`src/design/arithPkg.sv`:
```
`default_nettype none

package arithPkg;

	// datapath width of the adder
	localparam int dataW = 16;

	// carry network form, 0 serial, 1 Brent-Kung, 2 Sklansky
	localparam int prefixSpeed = 2;

	typedef enum logic [1:0] {
		opAdd  = 2'd0,
		opSub  = 2'd1,
		opAddC = 2'd2, // add with carry-in
		opSubC = 2'd3  // cin 1 means no borrow
	} arithOp_t;

	// status bits returned with every result
	typedef struct packed {
		logic carry;
		logic overflow;
		logic zero;
		logic negative;
	} arithFlags_t;

endpackage

`default_nettype wire

```
`src/design/busPkg.sv`:
```
`default_nettype none

package busPkg;

	import arithPkg::*;

	// one operation as presented on the req/ack port
	typedef struct packed {
		arithOp_t         op;
		logic [dataW-1:0] a;
		logic [dataW-1:0] b;
		logic             cin; // used by opAddC and opSubC only
	} arithReq_t;

	// result word plus status
	typedef struct packed {
		logic [dataW-1:0] sum;
		arithFlags_t      flags;
	} arithRsp_t;

endpackage

`default_nettype wire

```
`src/design/PrefixAndOr.sv`:
```
`timescale 1ns/100ps
`default_nettype none

module PrefixAndOr #(
	parameter int width = 8, // word width
	parameter int speed = 2  // 0 serial, 1 Brent-Kung, 2 Sklansky
) (
	input  logic [width-1:0] GI, // bitwise generate
	input  logic [width-1:0] PI, // bitwise propagate
	output logic [width-1:0] GO, // group generate from bit 0
	output logic [width-1:0] PO  // group propagate from bit 0
);

	// tree depth
	localparam int m = $clog2(width);

	// last bit of the lower half-block that bit j joins at Sklansky level l
	function automatic int sklanskySrc(input int j, input int l);
		int base;
		base = (j >> (l - 1)) << (l - 1);
		return base - 1;
	endfunction

	if (speed == 0) begin : slowPrefix
		// ripple chain, one node per bit
		logic [width-1:0] gT, pT;

		always_comb begin
			gT = GI;
			pT = PI;
			for (int j = 1; j < width; j++) begin
				gT[j] = GI[j] | (PI[j] & gT[j-1]);
				pT[j] = PI[j] & pT[j-1];
			end
		end

		assign GO = gT;
		assign PO = pT;

	end else if (speed == 1) begin : mediumPrefix
		// up-sweep builds power-of-two groups, down-sweep fills the gaps
		logic [width-1:0] gT, pT;

		always_comb begin
			gT = GI;
			pT = PI;
			// up-sweep
			for (int l = 1; l <= m; l++) begin
				for (int j = 0; j < width; j++) begin
					if (((j + 1) & ((1 << l) - 1)) == 0) begin
						gT[j] = gT[j] | (pT[j] & gT[j - (1 << (l - 1))]);
						pT[j] = pT[j] & pT[j - (1 << (l - 1))];
					end
				end
			end
			// down-sweep, source nodes are already complete here
			for (int l = m - 1; l >= 1; l--) begin
				for (int j = 0; j < width; j++) begin
					if ((((j + 1) & ((1 << l) - 1)) == (1 << (l - 1))) &&
					    (j >= (1 << l))) begin
						gT[j] = gT[j] | (pT[j] & gT[j - (1 << (l - 1))]);
						pT[j] = pT[j] & pT[j - (1 << (l - 1))];
					end
				end
			end
		end

		assign GO = gT;
		assign PO = pT;

	end else begin : fastPrefix
		// Sklansky, upper half of each block joins the top of the lower half
		logic [width-1:0] gT, pT;

		always_comb begin
			gT = GI;
			pT = PI;
			for (int l = 1; l <= m; l++) begin
				for (int j = 0; j < width; j++) begin
					if (((j >> (l - 1)) & 1) == 1) begin
						// source bit is never written at the same level
						gT[j] = gT[j] | (pT[j] & gT[sklanskySrc(j, l)]);
						pT[j] = pT[j] & pT[sklanskySrc(j, l)];
					end
				end
			end
		end

		assign GO = gT;
		assign PO = pT;
	end

endmodule

`default_nettype wire

```
`src/design/PrefixAndOrCfast.sv`:
```
`timescale 1ns/100ps
`default_nettype none

module PrefixAndOrCfast #(
	parameter int width = 8, // word width
	parameter int speed = 2  // prefix form, see PrefixAndOr
) (
	input  logic [width-1:0] GI,
	input  logic [width-1:0] PI, // bitwise gen./prop.
	input  logic             CI, // carry in
	output logic [width-1:0] GO, // group generate incl. carry-in
	output logic [width-1:0] PO  // group propagate
);

	logic [width-1:0] gT, pT; // tree outputs before carry-in

	PrefixAndOr #(
		.width(width),
		.speed(speed)
	) prefix (
		.GI(GI),
		.PI(PI),
		.GO(gT),
		.PO(pT)
	);

	// one extra AND-OR level, carry-in enters only here
	assign GO = gT | (pT & {width{CI}});
	assign PO = pT;

endmodule

`default_nettype wire

```
`src/design/AddSubCore.sv`:
```
`timescale 1ns/100ps
`default_nettype none

module AddSubCore
	import arithPkg::*;
	import busPkg::*;
(
	input  arithReq_t req,
	output arithRsp_t rsp
);

	logic             isSub;
	logic             carryIn;
	logic [dataW-1:0] bOp;    // b after conditioning
	logic [dataW-1:0] gen;    // a & b
	logic [dataW-1:0] prop;   // a ^ b
	logic [dataW-1:0] grpGen; // group generate from bit 0, carry-in folded in
	logic [dataW-1:0] carry;  // carry into each bit
	logic [dataW-1:0] sum;

	// operation decode
	always_comb begin
		isSub = (req.op == opSub) || (req.op == opSubC);
		case (req.op)
			opAdd:         carryIn = 1'b0;
			opSub:         carryIn = 1'b1; // two's complement +1
			opAddC, opSubC: carryIn = req.cin;
			default:       carryIn = 1'b0;
		endcase
	end

	assign bOp  = isSub ? ~req.b : req.b;
	assign gen  = req.a & bOp;
	assign prop = req.a ^ bOp;

	PrefixAndOrCfast #(
		.width(dataW),
		.speed(prefixSpeed)
	) carryNet (
		.GI(gen),
		.PI(prop),
		.CI(carryIn),
		.GO(grpGen),
		.PO()
	);

	// carry into bit i is the group generate of bit i-1
	assign carry = {grpGen[dataW-2:0], carryIn};
	assign sum   = prop ^ carry;

	always_comb begin
		rsp.sum            = sum;
		rsp.flags.carry    = grpGen[dataW-1];           // no borrow on subtract
		rsp.flags.overflow = carry[dataW-1] ^ grpGen[dataW-1];
		rsp.flags.zero     = (sum == '0);
		rsp.flags.negative = sum[dataW-1];
	end

endmodule

`default_nettype wire

```
`src/design/ReqAckPort.sv`:
```
`timescale 1ns/100ps
`default_nettype none

module ReqAckPort
	import busPkg::*;
(
	input  logic      clk,
	input  logic      rstN,
	input  logic      req,
	input  arithReq_t reqData,
	output logic      ack,
	output arithRsp_t rspData,
	output arithReq_t opReq, // captured request to the core
	input  arithRsp_t opRsp  // core result, combinational
);

	typedef enum logic [1:0] {
		stIdle,
		stCompute,
		stHold
	} portState_t;

	portState_t state, stateNext;

	always_comb begin
		stateNext = state;
		case (state)
			stIdle: begin
				if (req) stateNext = stCompute;
			end
			stCompute: stateNext = stHold; // result registered on this edge
			stHold: begin
				if (!req) stateNext = stIdle; // wait for req to drop
			end
			default: stateNext = stIdle;
		endcase
	end

	always_ff @(posedge clk) begin
		if (!rstN) state <= stIdle;
		else state <= stateNext;
	end

	// operand capture
	always_ff @(posedge clk) begin
		if (state == stIdle && req) opReq <= reqData;
	end

	// result register, zero after reset
	always_ff @(posedge clk) begin
		if (!rstN) rspData <= '0;
		else if (state == stCompute) rspData <= opRsp;
	end

	assign ack = (state == stHold);

	// req must still be up on the edge that raises ack
	ackNeedsReq: assert property (@(posedge clk) disable iff (!rstN)
		$rose(ack) |-> $past(req))
		else $error("ack rose after req had already dropped");

	rspStable: assert property (@(posedge clk) disable iff (!rstN)
		(ack && $past(ack)) |-> $stable(rspData))
		else $error("rspData changed while ack high");

	ackFallsAfterReq: assert property (@(posedge clk) disable iff (!rstN)
		$fell(ack) |-> !$past(req))
		else $error("ack fell while req still high");

endmodule

`default_nettype wire

```
`src/design/ArithUnit.sv`:
```
`timescale 1ns/100ps
`default_nettype none

module ArithUnit
	import busPkg::*;
(
	input  logic      clk,
	input  logic      rstN,
	input  logic      req,
	input  arithReq_t reqData,
	output logic      ack,
	output arithRsp_t rspData
);

	arithReq_t opReq; // port to core
	arithRsp_t opRsp; // core to port

	// four-phase front end
	ReqAckPort port (
		.clk(clk),
		.rstN(rstN),
		.req(req),
		.reqData(reqData),
		.ack(ack),
		.rspData(rspData),
		.opReq(opReq),
		.opRsp(opRsp)
	);

	// prefix adder, zero latency
	AddSubCore core (
		.req(opReq),
		.rsp(opRsp)
	);

endmodule

`default_nettype wire

```
`config.mk`:
```
export PLATFORM = sky130hd
export DESIGN_NAME = ArithUnit
export DESIGN_NICKNAME = d
export VERILOG_FILES = /design/src/design/arithPkg.sv /design/src/design/busPkg.sv /design/src/design/PrefixAndOr.sv /design/src/design/PrefixAndOrCfast.sv /design/src/design/AddSubCore.sv /design/src/design/ReqAckPort.sv /design/src/design/ArithUnit.sv
export SDC_FILE = /design/constraint.sdc
export NUM_CORES = 1
export LEC_CHECK = 0
export ABC_AREA = 0
export BUFFER_PORTS_ARGS = -buffer_cell sky130_fd_sc_hd__buf_4
export CAP_MARGIN = 40
export CORE_ASPECT_RATIO = 1.2
export CORE_MARGIN = 1
export CORE_UTILIZATION = 57
export DETAILED_ROUTE_END_ITERATION = 8
export PLACE_DENSITY = 0.83
export SLEW_MARGIN = 20
export SYNTH_ARGS = -nofsm -noshare
export SYNTH_HDL_FRONTEND = slang
export SYNTH_SLANG_ARGS = --single-unit
```
`constraint.sdc`:
```
create_clock -name clk -period 7.65 [get_ports clk]
set_input_delay 0.765 -clock clk [delete_from_list [all_inputs] [get_ports clk]]
set_output_delay 0.765 -clock clk [all_outputs]
set_load 0.05 [all_outputs]
```
---- Yosys cells after proc, flatten, opt, wreduce, memory -nomap -nowiden ----
Cells that the tools add are included.
storage, ports and cells
  bits of input ports ..................... 38
  logic and storage cells ................. 132
  flip-flop bits (word level) ............. 57
cells by class
  mux-type cells .......................... 5
  equality and inequality tests ........... 7
  reduce and logical (&&, ||, !) cells .... 7
  bitwise operators ....................... 103
operators with widths
  kind                                            count
  AND 1 bit                                       64
  AND 16 bit                                      2
  bitwise OR 1 bit                                32
  XOR 16 bit                                      2
  zero test 16 bit                                1
  2-to-1 mux 16 bit                               1
  inverter 16 bit                                 1
  bitwise OR 16 bit                               1
  == test 2 bit (second input constant)           3
  case mux 2 bit (3 select lines)                 1
  == test 2 x 1 -> 1 bit (second input constant)  2
  zero test 2 bit                                 2
  2-to-1 mux 2 bit                                2
  != test 2 bit (second input constant)           2
  case mux 1 bit (3 select lines)                 1
  AND reduction 2 bit                             1
  OR reduction 2 bit                              1
  logical AND 1 bit                               1
  logical OR 1 bit                                1
  XOR 1 bit                                       1

---- Depth between registers and ports, before layout ----
Gate-level depths: netlist (run 1).
  depth in word-level cells ............... 15
  mapped depth ............................ 12

---- By module ----
A second synthesis (run 1) with hierarchy kept.
unflattened totals
  cells, all modules ...................... 270
  area total of the unflattened synthesis .. 3099.2 µm²
modules (own cells, without submodules)
  module            sequential area each (µm²)  times used  cells an instance  area an instance (µm²)
  ReqAckPort        1491.4                      1           132                1960.6
  AddSubCore        0.0                         1           60                 576.8
  PrefixAndOr       0.0                         1           60                 411.6
  PrefixAndOrCfast  0.0                         1           18                 150.1

---- Worst setup path before layout (run 1) ----
OpenSTA, ideal clock, no wires.
  kind .................................... input -> register
  from .................................... input port req
  to ...................................... register port.opReq[0] (netlist name)
  arrival time ............................ 3.379 ns
  required time ........................... 7.170 ns
  path buffers ............................ 0
  setup slack ............................. 3.791 ns
  stages on the path ...................... 1
  cell sequence ........................... nor3b_1
on the way
  word-level cells in the longest chain between the ends .. 1
ends and longest elaborated chain
  what               RTL line          text
  start, declared    ArithUnit.sv:9    input logic req,
  logical AND 1 bit  ReqAckPort.sv:46  if (state == stIdle && req) opReq <= reqData;
No other way between the ends.
A chain may end at the register's enable or synchronous reset.

---- Worst setup path after layout (run 1) ----
  from .................................... register port.opReq[33] (netlist name)
  to ...................................... register port.rspData[1] (netlist name)
on the way
  word-level cells in the longest chain between the ends .. 15
  elaborated cells on any way between the ends .. 98
  classes of those cells .................. eq/ne (3); mux (2); bitwise (89); reduce/logical (4)
ends and longest elaborated chain
  what                                                            RTL line                            text
  == test 2 x 1 -> 1 bit / == test 2 bit (equally long branches)  AddSubCore.sv:23, AddSubCore.sv:24
  logical OR 1 bit                                                AddSubCore.sv:23                    isSub = (req.op == opSub) || (req.op == opSubC);
  2-to-1 mux 16 bit                                               AddSubCore.sv:32                    assign bOp = isSub ? ~req.b : req.b;
  XOR 16 bit / AND 16 bit (equally long branches)                 AddSubCore.sv:34, AddSubCore.sv:33
  AND 1 bit                                                       PrefixAndOr.sv:82                   gT[j] = gT[j] | (pT[j] & gT[sklanskySrc(j, l)]);
  bitwise OR 1 bit                                                PrefixAndOr.sv:82
  AND 1 bit                                                       PrefixAndOr.sv:82
  bitwise OR 1 bit                                                PrefixAndOr.sv:82
  AND 1 bit                                                       PrefixAndOr.sv:82
  bitwise OR 1 bit                                                PrefixAndOr.sv:82
  AND 1 bit                                                       PrefixAndOr.sv:82
  bitwise OR 1 bit                                                PrefixAndOr.sv:82
  bitwise OR 16 bit                                               PrefixAndOrCfast.sv:28              assign GO = gT | (pT & {width{CI}});
  XOR 16 bit *                                                    AddSubCore.sv:49                    assign sum = prop ^ carry;
  zero test 16 bit *                                              AddSubCore.sv:55                    rsp.flags.zero = (sum == '0);
Every way passes the cells marked *; elsewhere a longest branch is shown, timed or not.

==> results.py, run 1 <==
metrics = {
    "status": {
        "status": "finished, final reports clean",
    },
    "critical_path": {
        "path_buf_inv": 1,
        "cp.arrival_ns": 3.49,
        "start_kind": "register",
        "slowest_stage": "edfxtp_1",
        "rr_endpoint": "port.rspData[1]",
        "end_kind": "register",
        "crit_path_max_fanout": 13,
        "path_cells": "buf_8 > xor2_1 > ha_1 > a21oi_1 > o22ai_2 > a221oi_4 > xnor2_1 > nor4_1 > o2111ai_1 > or4_1 > o31ai_2",
        "cp_top_family": "compound AO/OA/AOI/OAI gates",
        "worst-r2r-setup-slack_ns": 4.38,
        "cp.required_ns": 7.87,
        "reg2reg_depth": 11,
        "timing.rr.start": "port.opReq[33]",
        "worstSetupPathType": "reg2reg",
        "max_stage_delay_ns": 0.52,
    },
    "hold_path": {
        "hold-path-endpoint": "port.rspData[4]",
        "hold_class": "reg2reg",
        "min_delay_path_depth": 2,
        "min_from": "port.rspData[4]",
    },
    "finish": {
        "post_route_cells_drive_above_1_share": 0.241,
        "nets": 353,
        "stdcell_area_sq_um": 3340,
        "multi_input_area_sq_um": 1230,
        "syn2layout_area_growth_pct": 20.9,
        "diodes": 0,
        "regArea_sq_um": 1470,
        "stdcell_count": 357,
        "fillCellCount": 352,
    },
    "placement": {
        "dp_hpwl_microns": 3560,
        "dpl_cell_area_sq_um": 3250,
        "dp.cells": 348,
        "pre_cts_ws_ns": 4.20,
        "place_congestion": 0.817,
        "numPortBuffers": 58,
    },
    "synth": {
        "synth_cell_types": 45,
        "synthArstFlopShare": 0,
        "yosysTopAreaCell": "edfxtp_1",
        "synthFlopType": "edfxtp_1",
        "ys_seq_area_frac": 0.532,
        "yosysTopAreaCellShare": 0.380,
        "syn-num-nets": 294,
        "synth-seq-cells": 56,
        "syn_inst": 239,
        "synth_edf_count": 35,
        "yosys_warnings": 0,
        "postSynthAreaPerCell_sq_um": 11.6,
        "synthTopCellsByArea": "edfxtp_1, dfxtp_1, ha_1",
        "synth_area_sq_um": 2760,
    },
    "grt": {
        "grt_overflow": 0,
        "grt_pass1_vias": 1739,
        "antenna_found_initial": 0,
        "grt_pass1_wl_microns": 7660,
        "grt_max_degree": 37,
        "track_usage": 0.195,
    },
    "clock_network": {
        "cts_buffer_depth": 2,
        "postCtsHoldBufs": 0,
        "post_cts_resized": 0,
        "root_buffer": "clkbuf_8",
        "cts_made_buffers": 5,
        "insertion_delay_ns": 0.30,
        "clkTransAtPathRegs_ns": 0.09,
        "ctsHtreeMaxLevel": 2,
        "numClockSinks": 56,
        "cts_tree": "done",
        "cts_setup_buffers": 0,
    },
    "sta": {
        "setup_violations": 0,
        "worst_pin_slew_ns": 0.746,
        "slew_headroom": 0.502,
        "fmax_mhz": 306,
        "fin_tns_setup_ns": 0,
        "fin_crit_sh": 0.427,
        "report.final.slew_viol_count": 0,
        "layout_setup_ws_ns": 4.38,
        "period_minus_slack_ns": 3.27,
        "clock_skew_ns": 0.00641,
        "hold_violations": 0,
        "rsz0062_at_grt": "false",
    },
    "pwr": {
        "internal_power_mw": 0.503,
        "irDropWorstVdd_mv": 0.133,
        "combPwrFrac": 0.313,
        "p_seq_frac": 0.484,
        "p_per_area_nw_per_um2": 220,
        "switching_share": 0.317,
        "p_sw_mw": 0.233,
        "leakagePower_nw": 1.37,
        "clkPwrFrac": 0.203,
    },
    "drt": {
        "wl_per_cell_microns": 13.0,
        "drc_errors": 0,
        "via_per_inst": 5.21,
        "ant_nets": 0,
        "first_pass_iters": 4,
        "wirelength_microns": 4660,
        "via_count": 1860,
        "drtIter0Drc": 105,
    },
    "job": {
        "drv_cap": 0,
    },
    "floorplanning": {
        "rows": 27,
        "start_util": 0.597,
        "dieWidth_microns": 65.6,
        "num_io_pins": 59,
        "die_h_microns": 78.3,
        "dieArea_sq_um": 5130,
        "core_sq_um": 4630,
    },
}
-- worst register-to-register path: cells and delay by family (launching register included) --
kind                       cells  cell delay (ns)
adders and majority gates      1             0.35
and+or+nand+nor                2             0.73
AOI/OAI and AO/OA              5             1.05
buffers and inverters          1             0.22
xor gates and xnor gates       2             0.32
DFF                            1             0.52
-- Yosys cell counts (3+ instances only) --
library cell / instances
edfxtp_1: 35
nand2_1: 28
dfxtp_1: 21
xor2_1: 21
ha_1: 16
a21oi_1: 12
o21ai_0: 12
xnor2_1: 11
a21boi_0: 8
and2_1: 7
clkbuf_1: 6
inv_1: 6
nand3_1: 5
nor3_1: 5
nor2_1: 4
nor2b_1: 3
o211a_1: 3
o211ai_1: 3
-- layout make-up --
type                            count  share of cell area
Tap cell                           58              0.0217
Clock inverter                      1             0.00112
Clock buffer                        7              0.0228
Inverter                            7             0.00786
Multi-Input combinational cell    167               0.367
Timing Repair Buffer               61               0.139
Sequential cell                    56               0.440
-- how the worst max path moves through the flow --
stage	start	slack [ns]	cells after the start	endpoint
6_report	port.opReq[33]	4.38	11	port.rspData[1]
5_1_grt	port.opReq[33]	4.15	11	port.rspData[1]
4_1_cts	port.opReq[33]	4.17	10	port.rspData[1]
3_5_place_dp	port.opReq[33]	4.20	10	port.rspData[1]
3_3_place_gp	port.opReq[33]	4.34	10	port.rspData[1]
2_1_floorplan	req	3.79	1	port.opReq[0]
-- flip-flops by register name (all words and copies together) (netlist names) --
name / flops
port.opReq: 35
port.rspData: 19
port.state: 2
-- power groups by stage --
stage | logic, mW | registers (mW) | clock network [mW]
floorplan | 0.140 | 0.392 | 0
global placement | 0.221 | 0.365 | 0
detailed placement | 0.227 | 0.366 | 0
CTS | 0.227 | 0.359 | 0.150
global route | 0.253 | 0.359 | 0.162
finish | 0.230 | 0.356 | 0.149
-- stage by stage --
| stage | power [mW] | utilization | hold WS, ns |
|---|---|---|---|
| 3_5_place_dp | 0.592 | 0.702 | 0.458 |
| 2_1_floorplan | 0.532 | - | 0.500 |
| 3_3_place_gp | 0.586 | 0.702 | 0.453 |
| 6_report | 0.736 | 0.722 | 0.465 |
| 4_1_cts | 0.736 | 0.719 | 0.471 |
| 5_1_grt | 0.774 | 0.722 | 0.498 |
-- layer usage --
metal / track usage / part of all wire / vias up
met5: 0 / 0 / -
li1: - / - / 969
met1: 0.248 / 0.45 / 838
met4: 0.0783 / 0.017 / 0
met2: 0.328 / 0.50 / 46
met3: 0.0334 / 0.030 / 7
-- layout by cell type, fill, tap and decap left out, types with 2 or more instances in the layout --
cell type | Yosys | final
mux2i_1 | 2 | 2
edfxtp_1 | 35 | 35
xnor2_1 | 11 | 11
a21oi_1 | 12 | 12
a21boi_0 | 8 | 8
o21bai_1 | 2 | 2
and2_1 | 7 | 7
a21o_1 | 2 | 2
clkinv_1 | 1 | 2
buf_4 | 1 | 60
nand2b_1 | 2 | 2
nand2_1 | 28 | 28
a21boi_1 | 2 | 2
clkbuf_1 | 6 | 2
and3_1 | 2 | 2
nand3_1 | 5 | 5
inv_1 | 6 | 6
nor2_1 | 4 | 4
xor2_1 | 21 | 21
ha_1 | 16 | 16
clkbuf_8 | 0 | 5
o211a_1 | 3 | 3
o211ai_1 | 3 | 3
nor3_1 | 5 | 5
dfxtp_1 | 21 | 21
o21ai_0 | 12 | 12
nor2b_1 | 3 | 3
-- logic make-up (layout without fill, tap and decap cells) --
| kind of cell | count (synthesis) | after routing | share of synthesized area |
|---|---|---|---|
| DFF | 56 | 56 | 0.532 |
| buffers and inverters | 16 | 76 | 0.0258 |
| adders and majority gates | 17 | 17 | 0.0797 |
| and+or+nand+nor | 62 | 62 | 0.110 |
| AOI/OAI and AO/OA | 53 | 53 | 0.135 |
| muxes | 3 | 3 | 0.0154 |
| xor gates and xnor gates | 32 | 32 | 0.101 |
No activity file was read; power rests on OpenSTA's default activity.
==> run 2: changes to the inputs <==
CORE_UTILIZATION = 54   (was 57)
PLACE_DENSITY = 0.79   (was 0.83)
clock period = 3.2 ns   (was 7.65 ns; I/O delays follow)
==> run 2 against run 1 <==
  * Sequential power rose by 140%
  * Largest power group unchanged
  * Die area rose by 5.4%
  * Flip-flop and latch count unchanged
  * Clock-buffer cell count stayed put
  * Worst hold slack got worse by 0.28 ns
  * Clock skew increased by 0.0037 ns
  * Combinational power rose to 2.7 times the previous value
==> results.py, run 2 (same netlist as run 1, synthesis figures left out) <==
metrics = {
    "finish": {
        "regArea_sq_um": 1470,
        "nets": 359,
        "stdcell_count": 365,
        "final_common_cell": "buf_4",
        "diodes": 0,
        "post_route_cells_drive_above_1_share": 0.285,
        "final_cell_mix": "buf_4, edfxtp_1, nand2_1",
        "largest_register_ffs": 35,
        "multi_input_area_sq_um": 1290,
        "reg_top3": "port.opReq x35, port.rspData x19, port.state x2",
        "syn2layout_area_growth_pct": 25.3,
        "top_register": "port.opReq",
        "fillCellCount": 367,
    },
    "grt": {
        "grt_overflow": 0,
        "grt_pass1_wl_microns": 7920,
        "track_usage": 0.196,
        "grt_pass1_vias": 1792,
        "grt_max_degree": 37,
        "antenna_found_initial": 0,
    },
    "critical_path": {
        "path_cells": "buf_12 > xor2_1 > ha_1 > nand3_1 > o22ai_4 > a221oi_4 > buf_6 > o21bai_2 > mux2i_1 > o2111ai_1 > or4_1 > o31ai_2",
        "worstSetupPathType": "reg2reg",
        "crit_path_max_fanout": 17,
        "start_kind": "register",
        "reg2reg_depth": 12,
        "worst-r2r-setup-slack_ns": 0.12,
        "timing.rr.start": "port.opReq[33]",
        "rr_endpoint": "port.rspData[1]",
        "max_stage_delay_ns": 0.43,
        "cp.arrival_ns": 3.30,
        "cp.required_ns": 3.43,
        "path_buf_inv": 2,
        "slowest_stage": "or4_1",
        "cp_top_family": "compound AO/OA/AOI/OAI gates",
        "end_kind": "register",
    },
    "sta": {
        "slew_headroom": 0.500,
        "period_minus_slack_ns": 3.08,
        "worst_pin_slew_ns": 0.750,
        "setup_violations": 0,
        "layout_setup_ws_ns": 0.124,
        "clock_skew_ns": 0.0101,
        "hold_violations": 0,
        "rsz0062_at_grt": "true",
        "fmax_mhz": 325,
        "report.final.slew_viol_count": 0,
        "fin_tns_setup_ns": 0,
        "whs_ns": 0.185,
        "fin_crit_sh": 0.961,
    },
    "placement": {
        "dp.cells": 354,
        "dp_hpwl_microns": 3650,
        "place_congestion": 0.855,
        "pre_cts_ws_ns": 0.0996,
        "numPortBuffers": 58,
    },
    "floorplanning": {
        "core_sq_um": 4940,
        "rows": 28,
        "start_util": 0.560,
        "num_io_pins": 59,
        "die_h_microns": 80.4,
        "dieWidth_microns": 67.3,
        "dieArea_sq_um": 5410,
    },
    "drt": {
        "via_per_inst": 5.25,
        "first_pass_iters": 4,
        "drc_errors": 0,
        "routed.top_layer": "met4",
        "met1_length_microns": 2120,
        "wirelength_microns": 5000,
        "wl_per_cell_microns": 13.7,
        "ant_nets": 0,
        "via_count": 1917,
        "route.met3.wl_microns": 227,
        "met2WireLength_microns": 2590,
        "drtIter0Drc": 97,
    },
    "pwr": {
        "power_mw": 1.82,
        "p_per_area_nw_per_um2": 527,
        "irDropWorstVdd_mv": 0.310,
        "leakagePower_nw": 1.42,
    },
    "clock_network": {
        "ctsHtreeMaxLevel": 2,
        "cts_made_buffers": 5,
        "numClockSinks": 56,
        "root_buffer": "clkbuf_8",
        "insertion_delay_ns": 0.30,
        "cts_tree": "done",
        "cts_buffer_depth": 2,
        "postCtsHoldBufs": 0,
        "clkTransAtPathRegs_ns": 0.09,
    },
    "hold_path": {
        "hold_class": "in2reg",
        "min_delay_path_depth": 1,
        "hold-path-endpoint": "port.opReq[27]",
        "min_from": "reqData[27]",
    },
    "status": {
        "status": "finished, final reports clean",
    },
    "job": {
        "drv_cap": 0,
    },
}
==> run 2: cell count changes in the layout (fill, tap and decap cells not counted), sizes merged <==
cell	change
buf	+6
==> run 2: worst max-delay path by stage <==
| stage | from | end | slack, ns | cells past startpoint |
|---|---|---|---|---|
| after CTS | port.opReq[33] | port.rspData[1] | 0.07 | 11 |
| after global placement | port.opReq[33] | port.rspData[1] | 0.21 | 11 |
| final | port.opReq[33] | port.rspData[1] | 0.12 | 12 |
| after floorplan | port.opReq[33] | port.rspData[1] | 0.02 | 12 |
| after detailed placement | port.opReq[33] | port.rspData[1] | 0.1 | 11 |
| after global routing | port.opReq[33] | port.rspData[1] | -0.04 | 12 |
==> run 2: final cells by class <==
class,count,area share
clock buffers,7,0.0220
clock inverters,1,0.00108
inverters,7,0.00759
multi-input cells,167,0.373
flip-flops and latches,56,0.425
well taps,60,0.0217
repair buffers,67,0.150
==> run 2: power breakdown <==
group	leakage [nW]	switching [mW]	total, mW	internal (mW)
logic	0.870	0.357	0.612	0.255
clock network	0.0399	0.207	0.360	0.153
registers	0.506	0.0255	0.851	0.826
==> run 2: worst register-to-register path, delay by kind of cell, from the launching register on <==
kind	cells	cell delay, ns
buf+inv	2	0.33
simple gates	2	0.61
fa+ha+maj	1	0.37
flops	1	0.42
mux	1	0.23
xor+xnor	1	0.18
compound gates	5	0.86
==> run 2: layer usage <==
metal	GRT usage	vias up
li1	-	979
met1	0.233	878
met2	0.339	51
met3	0.0469	9
met4	0.0681	0
met5	0	-
==> run 2: stage by stage <==
stage / util / instance area, sq um
2_1_floorplan: - / 2770
3_3_place_gp: 0.668 / 3300
3_5_place_dp: 0.668 / 3300
4_1_cts: 0.684 / 3380
5_1_grt: 0.701 / 3460
6_report: 0.701 / 3460
==> run 2: what timing repair did <==
action	CTS	global route
resized for setup	0	12
setup endpoints to repair	0	2
buffers inserted	0	3
==> run 3: changes to the inputs <==
CORE_ASPECT_RATIO = unset   (was 1.2)
==> run 3 against run 2 <==
  * Via count is 2.5% lower
  * Clock power is 2% lower
  * Sequential power hardly changed
  * Flip-flop and latch count stayed put
  * Largest power group unchanged
==> results.py, run 3 (same netlist as run 1, synthesis figures left out) <==
metrics = {
    "sta": {
        "whs_ns": 0.185,
        "slew_headroom": 0.498,
        "hold_violations": 0,
        "period_minus_slack_ns": 3.04,
        "setup_violations": 0,
        "fin_tns_setup_ns": 0,
        "clock_skew_ns": 0.0115,
        "fin_crit_sh": 0.949,
        "report.final.slew_viol_count": 0,
        "layout_setup_ws_ns": 0.162,
        "fmax_mhz": 329,
        "worst_pin_slew_ns": 0.754,
    },
    "placement": {
        "numPortBuffers": 58,
        "dp_hpwl_microns": 3640,
        "dpl_cell_area_sq_um": 3310,
        "place_congestion": 0.866,
        "pre_cts_ws_ns": 0.0361,
        "dp.cells": 363,
    },
    "critical_path": {
        "end_kind": "register",
        "crit_path_max_fanout": 5,
        "cp.arrival_ns": 3.27,
        "crit_start": "port.opReq[33]",
        "worstSetupPathType": "reg2reg",
        "cp.required_ns": 3.43,
        "timing.rr.start": "port.opReq[33]",
        "start_kind": "register",
    },
    "floorplanning": {
        "num_io_pins": 59,
        "dieArea_sq_um": 5410,
        "core_sq_um": 4820,
        "die_h_microns": 73.5,
        "dieWidth_microns": 73.5,
        "start_util": 0.574,
        "rows": 25,
    },
    "drt": {
        "route.met3.wl_microns": 216,
        "via_count": 1870,
        "met2WireLength_microns": 2280,
        "via_per_inst": 5.01,
        "drtIter0Drc": 102,
        "met1_length_microns": 2200,
        "drc_errors": 0,
        "wirelength_microns": 4770,
        "ant_nets": 0,
        "routed.top_layer": "met4",
        "first_pass_iters": 4,
        "wl_per_cell_microns": 12.8,
    },
    "status": {
        "status": "finished, final reports clean",
    },
    "clock_network": {
        "numClockSinks": 56,
        "insertion_delay_ns": 0.30,
        "ctsHtreeMaxLevel": 2,
        "root_buffer": "clkbuf_8",
        "post_cts_resized": 0,
        "cts_buffer_depth": 2,
        "postCtsHoldBufs": 0,
        "cts_tree": "done",
        "cts_made_buffers": 5,
        "clkTransAtPathRegs_ns": 0.09,
        "cts_setup_buffers": 0,
    },
    "finish": {
        "stdcell_count": 373,
        "diodes": 0,
        "syn2layout_area_growth_pct": 23.3,
        "postLayoutCoreUtil": 0.707,
        "final_cell_mix": "buf_4, edfxtp_1, nand2_1",
        "stdcell_area_sq_um": 3410,
        "reg_top3": "port.opReq x35, port.rspData x19, port.state x2",
        "largest_register_ffs": 35,
        "nets": 361,
        "fillCellCount": 394,
        "final_common_cell": "buf_4",
        "post_route_cells_drive_above_1_share": 0.265,
        "top_register": "port.opReq",
    },
    "pwr": {
        "leakagePower_nw": 1.41,
        "power_mw": 1.77,
        "irDropWorstVdd_mv": 0.279,
        "p_per_area_nw_per_um2": 520,
    },
    "grt": {
        "grt_pass1_vias": 1852,
        "grt_pass1_wl_microns": 8110,
        "antenna_found_initial": 0,
        "track_usage": 0.199,
        "grt_max_degree": 37,
        "grt_overflow": 0,
    },
    "hold_path": {
        "min_from": "reqData[32]",
        "hold_class": "in2reg",
    },
    "job": {
        "drv_cap": 0,
    },
}
-- run 3: changes by cell type in the layout (fill, tap and decap cells not counted), moves of 2 or more --
cell,delta
a21oi_1,+3
a21oi_2,-3
buf_4,+3
nor3_1,+2
nor3_2,-2
-- run 3: routing by layer --
| layer | up-vias | global-route usage |
|---|---|---|
| li1 | 988 | - |
| met1 | 819 | 0.250 |
| met2 | 56 | 0.332 |
| met3 | 7 | 0.0412 |
| met4 | 0 | 0.0855 |
| met5 | - | 0 |
-- run 3: power by group --
group	switching [mW]	internal (mW)	leakage [nW]
logic	0.330	0.239	0.862
clock network	0.203	0.149	0.0410
registers	0.0255	0.826	0.506
-- run 3: area by class of cell --
cell class	instances	area [sq um]	area share
clock inverter	1	5.00	0.00147
tap	67	83.8	0.0246
multi-input combinational	167	1230	0.362
inverter	7	26.3	0.00771
timing repair buffer	69	515	0.151
sequential	56	1470	0.432
clock buffer	6	72.6	0.0213
-- run 3: worst max-delay path: stages (launching register included) --
cell	delay, ns
edfxtp_1	0.39
buf_4	0.17
xor2_1	0.16
ha_1	0.34
a21oi_1	0.21
o211ai_1	0.19
a221oi_4	0.35
xnor2_1	0.14
nor4_1	0.27
o2111ai_1	0.14
or4_1	0.43
o31ai_2	0.17
-- run 3: path summary, 6_finish.rpt --
check,cells after the start,endpoint,slack (ns)
setup / recovery,11,port.rspData[1],0.16
setup reg to reg,11,port.rspData[1],0.16
hold reg to reg,2,port.rspData[12],0.47
hold / removal,1,port.opReq[32],0.19
